===== config.mk =====
export PLATFORM = sky130hd
export DESIGN_NAME = scope_frame_buf_ctrl
export DESIGN_NICKNAME = d
export VERILOG_FILES = /design/src/buf_map_pkg.sv /design/src/disp_pkg.sv /design/src/capture_writer.sv /design/src/scan_addr_gen.sv /design/src/scope_frame_buf_ctrl.sv /design/src/view_select.sv
export SDC_FILE = /design/constraint.sdc
export NUM_CORES = 1
export LEC_CHECK = 0
export BUFFER_PORTS_ARGS = -buffer_cell sky130_fd_sc_hd__buf_2
export CAP_MARGIN = 5
export CORE_MARGIN = 3
export CORE_UTILIZATION = 40
export CTS_BUF_LIST = sky130_fd_sc_hd__clkbuf_8
export DETAILED_ROUTE_END_ITERATION = 8
export PLACE_DENSITY = 0.68
export SLEW_MARGIN = 40
export SYNTH_ARGS = -nofsm -noshare
export SYNTH_HDL_FRONTEND = slang
export SYNTH_HIERARCHICAL = 1
export SYNTH_SLANG_ARGS = --single-unit

===== constraint.sdc =====
create_clock -name clk -period 6.35 [get_ports clk]
set_input_delay 0.635 -clock clk [delete_from_list [all_inputs] [get_ports clk]]
set_output_delay 0.635 -clock clk [all_outputs]
set_load 0.01 [all_outputs]

===== src/buf_map_pkg.sv =====
package buf_map_pkg;

    typedef logic [10:0] addr_t;      // display RAM address
    typedef logic [15:0] data_t;      // one display sample

    localparam int REGION_WORDS = 256;
    localparam int NUM_SRC      = 4;

    typedef logic [$clog2(REGION_WORDS)-1:0] word_idx_t;

    // write order, id doubles as region number
    typedef enum logic [1:0] {
        SRC_HSST_FREQ = 2'd0,
        SRC_AD_FREQ   = 2'd1,
        SRC_HSST_TIME = 2'd2,
        SRC_AD_TIME   = 2'd3
    } src_id_t;

    typedef struct packed {
        logic  full;
        data_t rddata;
    } src_fifo_t;

    typedef struct packed {
        logic  en;
        addr_t addr;
        data_t data;
    } dram_wr_t;

    // word 0 of the RAM is never used
    function automatic addr_t region_first(src_id_t region);
        return addr_t'(int'(region) * REGION_WORDS + 1);
    endfunction

    function automatic addr_t region_last(src_id_t region);
        return addr_t'((int'(region) + 1) * REGION_WORDS);
    endfunction

endpackage


===== src/disp_pkg.sv =====
package disp_pkg;

    import buf_map_pkg::*;

    typedef logic [11:0] row_t;       // active row number

    localparam row_t ROW_SPLIT = 12'd359;   // last row of upper half
    localparam row_t ROW_LAST  = 12'd719;

    typedef enum logic [1:0] {
        VIEW_HSST = 2'd0,   // hsst freq over hsst time
        VIEW_AD   = 2'd1,   // ad freq over ad time
        VIEW_TIME = 2'd2,   // both time records
        VIEW_FREQ = 2'd3    // both freq records
    } view_mode_t;

    localparam int NUM_VIEWS = 4;

    // indexed by view_mode_t
    localparam src_id_t VIEW_TOP_REGION [NUM_VIEWS] = '{
        SRC_HSST_FREQ,
        SRC_AD_FREQ,
        SRC_HSST_TIME,
        SRC_HSST_FREQ
    };

    localparam src_id_t VIEW_BOT_REGION [NUM_VIEWS] = '{
        SRC_HSST_TIME,
        SRC_AD_TIME,
        SRC_AD_TIME,
        SRC_AD_FREQ
    };

endpackage


===== src/capture_writer.sv =====
`timescale 1ns/1ps

module capture_writer
    import buf_map_pkg::*;
(
    input  logic               clk,
    input  logic               rst_n,
    input  src_fifo_t          src_fifo [NUM_SRC],
    output logic [NUM_SRC-1:0] rden,
    output dram_wr_t           dram_wr
);

    typedef enum logic {
        ST_WAIT,
        ST_COPY
    } wr_state_t;

    wr_state_t state;
    src_id_t   cur_src;
    src_id_t   next_src;
    word_idx_t word_cnt;
    logic      rd_active;     // read strobe for cur_src
    logic      last_rd;
    logic      wr_en;
    addr_t     wr_addr;
    addr_t     region_base;

    assign region_base = region_first(cur_src);
    assign next_src    = src_id_t'(cur_src + 2'd1);   // 3 wraps to 0
    assign last_rd     = (word_cnt == word_idx_t'(REGION_WORDS - 1));

    always_ff @(posedge clk or negedge rst_n)
    begin
        if (!rst_n)
        begin
            state     <= ST_WAIT;
            cur_src   <= SRC_HSST_FREQ;
            word_cnt  <= '0;
            rd_active <= 1'b0;
        end
        else
        begin
            case (state)
                ST_WAIT:
                begin
                    if (src_fifo[cur_src].full)
                    begin
                        state     <= ST_COPY;
                        rd_active <= 1'b1;
                        word_cnt  <= '0;
                    end
                end
                ST_COPY:
                begin
                    if (rd_active)
                    begin
                        word_cnt <= word_cnt + 1'b1;
                        if (last_rd)
                            rd_active <= 1'b0;
                    end
                    else if (wr_en)
                    begin
                        // final word goes out this cycle
                        state   <= ST_WAIT;
                        cur_src <= next_src;
                    end
                end
                default:
                    state <= ST_WAIT;
            endcase
        end
    end

    // write trails the read strobe by the fifo latency
    always_ff @(posedge clk or negedge rst_n)
    begin
        if (!rst_n)
        begin
            wr_en   <= 1'b0;
            wr_addr <= '0;
        end
        else
        begin
            wr_en <= rd_active;
            if (rd_active)
                wr_addr <= region_base + addr_t'(word_cnt);
        end
    end

    always_comb
    begin
        rden = '0;
        if (rd_active)
            rden[cur_src] = 1'b1;
    end

    assign dram_wr.en   = wr_en;
    assign dram_wr.addr = wr_addr;
    assign dram_wr.data = wr_en ? src_fifo[cur_src].rddata : '0;  // fifo word is live now

endmodule


===== src/scan_addr_gen.sv =====
`timescale 1ns/1ps

module scan_addr_gen
    import buf_map_pkg::*;
    import disp_pkg::*;
(
    input  logic       clk,
    input  logic       rst_n,
    input  view_mode_t view_mode,
    input  logic       view_changed,
    input  logic       de,
    input  logic       point_done,
    input  row_t       act_y,
    output addr_t      rd_addr
);

    src_id_t top_region;
    src_id_t bot_region;
    addr_t   top_first;
    addr_t   top_last;
    addr_t   bot_first;
    addr_t   bot_last;
    logic    at_top_last;
    logic    at_bot_last;

    assign top_region = VIEW_TOP_REGION[view_mode];
    assign bot_region = VIEW_BOT_REGION[view_mode];

    assign top_first = region_first(top_region);
    assign top_last  = region_last(top_region);
    assign bot_first = region_first(bot_region);
    assign bot_last  = region_last(bot_region);

    assign at_top_last = (rd_addr == top_last);
    assign at_bot_last = (rd_addr == bot_last);

    always_ff @(posedge clk or negedge rst_n)
    begin
        if (!rst_n)
        begin
            rd_addr <= '0;
        end
        else if (view_changed)
        begin
            rd_addr <= top_first;     // restart on new view
        end
        else if (point_done)
        begin
            if (at_bot_last && act_y == ROW_LAST)
                rd_addr <= top_first;   // end of frame
            else if (at_bot_last && act_y > ROW_SPLIT)
                rd_addr <= bot_first;
            else if (at_top_last && act_y == ROW_SPLIT)
                rd_addr <= bot_first;   // switch to lower half
            else if (at_top_last && act_y < ROW_SPLIT)
                rd_addr <= top_first;
            else if (de)
                rd_addr <= rd_addr + 1'b1;
        end
    end

endmodule


===== src/scope_frame_buf_ctrl.sv =====
`timescale 1ns/1ps

module scope_frame_buf_ctrl
    import buf_map_pkg::*;
    import disp_pkg::*;
(
    input  logic               clk,
    input  logic               rst_n,
    input  src_fifo_t          src_fifo [NUM_SRC],
    input  logic               key_a,
    input  logic               key_b,
    input  logic               vs,
    input  logic               de,
    input  logic               point_done,
    input  row_t               act_y,
    output logic [NUM_SRC-1:0] rden,
    output dram_wr_t           dram_wr,
    output addr_t              rd_addr,
    output view_mode_t         view_mode
);

    logic view_changed;

    // write side, free running
    capture_writer u_writer (
        .clk      (clk),
        .rst_n    (rst_n),
        .src_fifo (src_fifo),
        .rden     (rden),
        .dram_wr  (dram_wr)
    );

    view_select u_view (
        .clk          (clk),
        .rst_n        (rst_n),
        .key_a        (key_a),
        .key_b        (key_b),
        .vs           (vs),
        .view_mode    (view_mode),
        .view_changed (view_changed)
    );

    scan_addr_gen u_scan (
        .clk          (clk),
        .rst_n        (rst_n),
        .view_mode    (view_mode),
        .view_changed (view_changed),
        .de           (de),
        .point_done   (point_done),
        .act_y        (act_y),
        .rd_addr      (rd_addr)
    );

endmodule


===== src/view_select.sv =====
`timescale 1ns/1ps

module view_select
    import disp_pkg::*;
(
    input  logic       clk,
    input  logic       rst_n,
    input  logic       key_a,
    input  logic       key_b,
    input  logic       vs,
    output view_mode_t view_mode,
    output logic       view_changed
);

    logic vs_d1;
    logic vs_d2;
    logic frame_end;
    logic pend_a;
    logic pend_b;
    logic pend_a_d1;
    logic pend_b_d1;
    logic a_fall;
    logic b_fall;

    assign frame_end = vs_d2 && !vs_d1;    // vs fell
    assign a_fall    = pend_a_d1 && !pend_a;
    assign b_fall    = pend_b_d1 && !pend_b;

    always_ff @(posedge clk or negedge rst_n)
    begin
        if (!rst_n)
        begin
            vs_d1     <= 1'b0;
            vs_d2     <= 1'b0;
            pend_a    <= 1'b0;
            pend_b    <= 1'b0;
            pend_a_d1 <= 1'b0;
            pend_b_d1 <= 1'b0;
        end
        else
        begin
            vs_d1     <= vs;
            vs_d2     <= vs_d1;
            pend_a    <= frame_end ? 1'b0 : (pend_a | key_a);
            pend_b    <= frame_end ? 1'b0 : (pend_b | key_b);
            pend_a_d1 <= pend_a;
            pend_b_d1 <= pend_b;
        end
    end

    // key a has priority when both were pressed in one frame
    always_ff @(posedge clk or negedge rst_n)
    begin
        if (!rst_n)
        begin
            view_mode    <= VIEW_HSST;
            view_changed <= 1'b0;
        end
        else
        begin
            view_changed <= a_fall | b_fall;
            if (a_fall)
            begin
                case (view_mode)
                    VIEW_HSST: view_mode <= VIEW_AD;
                    default:   view_mode <= VIEW_HSST;
                endcase
            end
            else if (b_fall)
            begin
                case (view_mode)
                    VIEW_TIME: view_mode <= VIEW_FREQ;
                    default:   view_mode <= VIEW_TIME;
                endcase
            end
        end
    end

endmodule

### After elaboration in Yosys (flattened, before gate mapping)

Cells that the tools add are included.
W data, S select, Z words.

| storage, ports and cells | value |
|---|---|
| flip-flop bits (word level) | 44 |
| bits of input ports | 87 |
| output and inout bits | 45 |
| word-level logic and storage cells | 100 |

| cells by class | value |
|---|---|
| add/sub/neg operators | 9 |
| $lt $le $gt $ge | 6 |
| eq/ne operators | 8 |
| muxes and demuxes | 37 |
| bitwise gates (word level) | 7 |
| reduce and logical (&&, ||, !) cells | 18 |

Operators by type and width:

| operator | number |
|---|---|
| $mux W11 | 7 |
| $bmux W17 S2 | 1 |
| $mux W17 | 2 |
| $add A10 B1 Y11 const B | 3 |
| $eq A11 B11 Y1 | 2 |
| $mux W16 | 1 |
| $mux W8 | 2 |
| $pmux W8 S2 | 1 |
| $eq A12 B10 Y1 const B | 1 |
| $eq A12 B9 Y1 const B | 1 |
| $gt A12 B9 Y1 const B | 1 |
| $lt A12 B9 Y1 const B | 1 |
| $mux W2 | 6 |
| $add A11 B1 Y11 const B | 1 |
| $add A11 B8 Y11 | 1 |
| $mux W1 | 11 |
| $add A8 B1 Y8 const B | 1 |
| $bmux W2 S2 | 2 |
| $eq A8 B8 Y1 const B | 1 |
| $logic_and A1 B1 Y1 | 8 |
| $add A2 B1 Y3 const B | 2 |
| $ge A3 B3 Y1 const B | 2 |
| $not A2 Y3 | 2 |
| $reduce_bool A6 Y1 | 1 |
| 16 further kinds | 24 |

### Longest topological paths before layout

| depth | value |
|---|---|
| word-level depth | 13 |
| gate-level depth with buffers | 9 |
| gate-level depth less buffers | 8 |

### Cells and area by module

Netlist, hierarchy kept.

Modules (own cells, without submodules):

| module | times used | cells each | area an instance (sq um) | seq. area each (sq um) |
|---|---|---|---|---|
| capture_writer | 1 | 170 | 1928.1 | 600.6 |
| scan_addr_gen | 1 | 118 | 1028.5 | 275.3 |
| view_select | 1 | 22 | 310.3 | 225.2 |

### Worst setup path after synthesis

No wires, ideal clock.

| path | value |
|---|---|
| kind | reg-to-reg |
| from | register u_view.view_mode[0] |
| to | register u_scan.rd_addr[9] |
| setup time | 125 ps |
| arrival | 2704 ps |
| data required time | 6225 ps |
| setup slack | 3521 ps |
| stages on the path, launching flop included | 9 |
| buffers on the path | 0 |
| period minus slack after synthesis | 2829 ps |
| path through | dfrtp_1 > inv_1 > ha_1 > or3b_2 > a2111oi_1 > a41o_1 > or3_4 > o21a_1 > mux2_2 |

| between the ends | value |
|---|---|
| longest elaborated chain between the ends | 13 |
| elaborated cells between the ends (all ways) | 25 |
| those cells by class | add/sub: 4; eq/ne: 2; mux: 12; bitwise: 1; reduce/logical: 6 |

RTL lines:

| what | RTL line | RTL |
|---|---|---|
| from (decl) | view_select.sv:11 | `output view_mode_t view_mode,` |
| from (signal assigned) | view_select.sv:56 | `view_mode <= VIEW_HSST;` |
| from (signal assigned) | view_select.sv:65 | `VIEW_HSST: view_mode <= VIEW_AD;` |
| from (signal assigned) | view_select.sv:66 | `default: view_mode <= VIEW_HSST;` |
| $not A2 Y3 (implied by the code) (*) | scan_addr_gen.sv:26, scan_addr_gen.sv:27 |  |
| $bmux W2 S2 | scan_addr_gen.sv:26 | `assign top_region = VIEW_TOP_REGION[view_mode];` |
| $mux W2 (implied by the code) (2 in a row) | scan_addr_gen.sv:26 |  |
| $add A2 B1 Y3 | buf_map_pkg.sv:36 | `return addr_t'((int'(region) + 1) * REGION_WORDS);` |
| $eq A11 B11 Y1 | scan_addr_gen.sv:34 | `assign at_top_last = (rd_addr == top_last);` |
| $logic_and A1 B1 Y1 | scan_addr_gen.sv:55 | `else if (at_top_last && act_y < ROW_SPLIT)` |
| $mux W11 | scan_addr_gen.sv:55 |  |
| $mux W11 | scan_addr_gen.sv:53 | `else if (at_top_last && act_y == ROW_SPLIT)` |
| $mux W11 | scan_addr_gen.sv:51 | `else if (at_bot_last && act_y > ROW_SPLIT)` |
| $mux W11 | scan_addr_gen.sv:49 | `if (at_bot_last && act_y == ROW_LAST)` |
| $mux W11 | scan_addr_gen.sv:47 | `else if (point_done)` |
| $mux W11 | scan_addr_gen.sv:43 | `else if (view_changed)` |
| to (signal assigned) | scan_addr_gen.sv:45 | `rd_addr <= top_first;` |
| to (signal assigned) | scan_addr_gen.sv:50 | `rd_addr <= top_first;` |
| to (signal assigned) | scan_addr_gen.sv:52 | `rd_addr <= bot_first;` |
| to (decl) | scan_addr_gen.sv:14 | `output addr_t rd_addr` |

Every way passes the cells marked *; elsewhere a longest branch is shown, timed or not. The select of a mux whose other input is x is not followed.
A chain may end at the register's enable or synchronous reset.

### Worst setup path in the final report

Ends and elaborated chain as after synthesis.

==> flow_metrics.tcl <==
set metrics [dict create \
    rsz0062_at_grt "no" \
    max_stage_delay_ns 0.55 \
    clk_transition_reported_paths_ns 0.09 \
    ctsResizeCount 0 \
    min_period_ns 3.16 \
    clockPowerShare_pct 14.2 \
    io_pins 132 \
    p_sw_share_pct 41.6 \
    max_cap_violations 0 \
    worstPathCellList "inv_1, ha_1, or3b_2, a2111oi_1, a41o_1, or3_4, o21a_1, mux2_2" \
    ff_latch_area_mm2 0.00110 \
    core_mm2 0.00781 \
    vias_per_cell 5.48 \
    multi_input_area_mm2 0.00194 \
    first_global_vias 2866 \
    detailed_place_hpwl_mm 6.25 \
    die_x_um 96.4 \
    r2r_slack_ns 3.19 \
    clock-sinks 44 \
    cts.root.buffer_cell "clkbuf_8" \
    end_kind "flip-flop" \
    cts_tree "yes" \
    crit_buf_inv 1 \
    fmax_mhz 316 \
    post_cts_buffers 0 \
    pwr-share-comb_pct 49.6 \
    grt.total_usage_pct 18.3 \
    syn_inst 310 \
    syn_to_final_growth_pct 22.1 \
    worst_clock_skew_ns 0.0126 \
    p_sw_mw 0.622 \
    antenna_found_initial 0 \
    yosysTopAreaCell "dfrtp_1" \
    via_count 2919 \
    syn_area_per_cell_um2 10.5 \
    numCtsBuffers 5 \
    outcome "finished clean" \
    ctsHtreeMaxLevel 2 \
    synth_ff_type "dfrtp_1" \
    syn_nets 408 \
    finalWeightedCongestion 0.840 \
    ys_warn_count 6 \
    dr.pass1.iters 4 \
    reg2reg_depth 8 \
    hold_class "in2async" \
    setup-violations-final 0 \
    placementRows 32 \
    yosysUniqueCellTypes 67 \
    antenna_left 0 \
    ys_seq_area_share_pct 33.7 \
    synth_edf_count 0 \
    postCtsHoldBufs 0 \
    synth_async_sr_flop_share_pct 100 \
    leakage_nw 1.95 \
    die-height_um 96.4 \
    synth_top_area_share_pct 33.7 \
    routedWlPerCell_um 15.4 \
    drive_above_1_share_pct 36.9 \
    cp_max_fo 12 \
    ys_ff_latch 44 \
    n_antenna_cell 0 \
    rr_endpoint "u_scan/rd_addr[9]" \
    total_power_mw 1.50 \
    power_frac_seq_pct 36.2 \
    grt_pass1_wl_mm 13.4 \
    drt_iter0_drc 104 \
    cp.required_ns 6.54 \
    min_period_over_period_pct 49.8 \
    maxSlewHeadroom_pct 61.2 \
    worstSkewPairLatency_ns 0.29 \
    cpMaxStageDelayCell "a2111oi_1" \
    drt-total-wl_mm 8.23 \
    arrival_ns 3.35 \
    worst_slack_ns 3.19 \
    path_delay_family "compound AO/OA/AOI/OAI gates" \
    start_util_pct 41.8 \
    setup_tns_ns 0 \
    grt_max_degree 45 \
    slew_viol_final 0 \
    tightestPinTransition_ns 0.582 \
    pre_cts_slack_ns 3.20 \
    hold_viol 0 \
    vdd_ir_drop_max_mv 0.194 \
    path_class "reg2reg" \
    start_kind "flip-flop" \
    reg2reg_from "u_view/view_mode[0]" \
    p_int_mw 0.875 \
    port_buffers 131 \
    nFillCells 757 \
    synth_area_leaders "dfrtp_1 (34%), mux4_1 (13%), ha_1 (4.2%)" \
    p_per_area_mw_per_mm2 375 \
    nets 528 \
    gr-total-overflow 0 \
    clockBufferDepth 2 \
    drc 0 \
    syn_area_mm2 0.00327 \
    dieArea_mm2 0.00929 \
]
[final cells by class]
type,count,area share (%)
multi-input cells,235,48.7
well taps,102,3.20
repair buffers,131,16.5
clock buffers,5,1.73
inverters,13,1.22
flip-flops and latches,44,27.7
clock inverters,3,0.972
[power by group through the flow]
stage | registers (mW) | logic, mW | clock network [mW]
detailed placement | 0.548 | 0.748 | 0
global placement | 0.542 | 0.736 | 0
CTS | 0.542 | 0.752 | 0.220
floorplan | 0.459 | 0.624 | 0
global route | 0.569 | 0.829 | 0.234
finish | 0.541 | 0.743 | 0.212
[synth_stat cells (2+ instances only)]
cell type and count:
a21o_1 4, nor2_1 19, and3_1 4, o21ai_0 10, nor4_1 5, nand4_1 4
a21oi_1 9, o32a_1 2, or4_1 2, xnor2_1 6, nor2_2 2, o21ai_1 3
buf_6 4, mux2i_1 2, and2_1 20, clkbuf_8 5, o21a_1 2, nor3_1 12
a211o_1 4, mux4_1 16, or3_1 8, inv_1 13, a41oi_1 2, or3_4 2
buf_4 2, clkbuf_1 3, nand3b_1 2, o211a_1 2, mux2_2 3, ha_1 11
buf_2 2, a22o_1 5, dfrtp_1 44, a31oi_1 8, nand2_1 20, nand3_1 11
xor2_1 3, nor2b_1 5
[how the worst max path moves through the flow]
stage                              startpoint                 to  slack (ns)  cells past startpoint
after floorplan           u_view/view_mode[0]  u_scan/rd_addr[9]        3.52                      8
after global placement    u_view/view_mode[0]  u_scan/rd_addr[9]        3.31                      8
after detailed placement  u_view/view_mode[0]  u_scan/rd_addr[9]        3.20                      8
after CTS                 u_view/view_mode[0]  u_scan/rd_addr[9]        3.18                      8
after global routing      u_view/view_mode[1]  u_scan/rd_addr[9]        3.03                      8
final                     u_view/view_mode[0]  u_scan/rd_addr[9]        3.19                      8
[kinds of logic after synthesis]
family / share of synthesized area (%)
adders and majority gates: 4.21
AOI/OAI and AO/OA: 15.4
xor gates and xnor gates: 2.41
muxes: 15.2
DFF: 33.7
and+or+nand+nor: 22.3
buffers and inverters: 6.86
[worst reg2reg max path, cell delays in order (launching register included)]
cell and delay [ns]:
dfrtp_1 0.45, inv_1 0.09, ha_1 0.34, or3b_2 0.46, a2111oi_1 0.55, a41o_1 0.37
or3_4 0.25, o21a_1 0.21, mux2_2 0.35
[stage by stage]
| stage | util [%] | instances | hold WS, ns | area [um^2] |
|---|---|---|---|---|
| after floorplan | - | 310 | 0.339 | 3270 |
| after global placement | 49.6 | 525 | 0.365 | 3870 |
| after detailed placement | 49.7 | 525 | 0.368 | 3880 |
| after CTS | 51.1 | 533 | 0.342 | 3990 |
| after global routing | 51.1 | 533 | 0.369 | 3990 |
| final | 51.1 | 533 | 0.329 | 3990 |
[metal layers]
layer  global-route usage (%)  routed length, um  part of all wire, %  up-vias
li1                         -                  -                    -     1415
met1                     22.0               3330                   40     1389
met2                     33.2               4320                   53      111
met3                     4.11                535                  6.5        4
met4                     4.21                 38                 0.46        0
met5                        0                  0                    0        -
[layout by cell type (no fill, tap or decap), types with 4 or more instances in the layout]
master	count
or3_1	8
a31oi_1	8
a21oi_1	9
dfrtp_1	41
nor2b_1	5
and2_1	20
nor2_1	19
nor4_1	5
o21ai_0	10
mux4_1	16
nand4_1	4
ha_1	11
inv_1	14
xnor2_1	6
and3_1	4
a211o_1	4
nand2_1	20
nor3_1	12
buf_2	130
clkbuf_8	5
nand3_1	11
a22o_1	5
a21o_1	4
[flip-flops by register name, summed over array words and instances, names as in the netlist, 2 cells and up]
name / count
u_scan/rd_addr: 11
u_writer/wr_addr: 11
u_writer/word_cnt: 8
u_view/view_mode: 2
u_writer/cur_src: 2
Note: power is estimated with default switching activity, not from simulation.
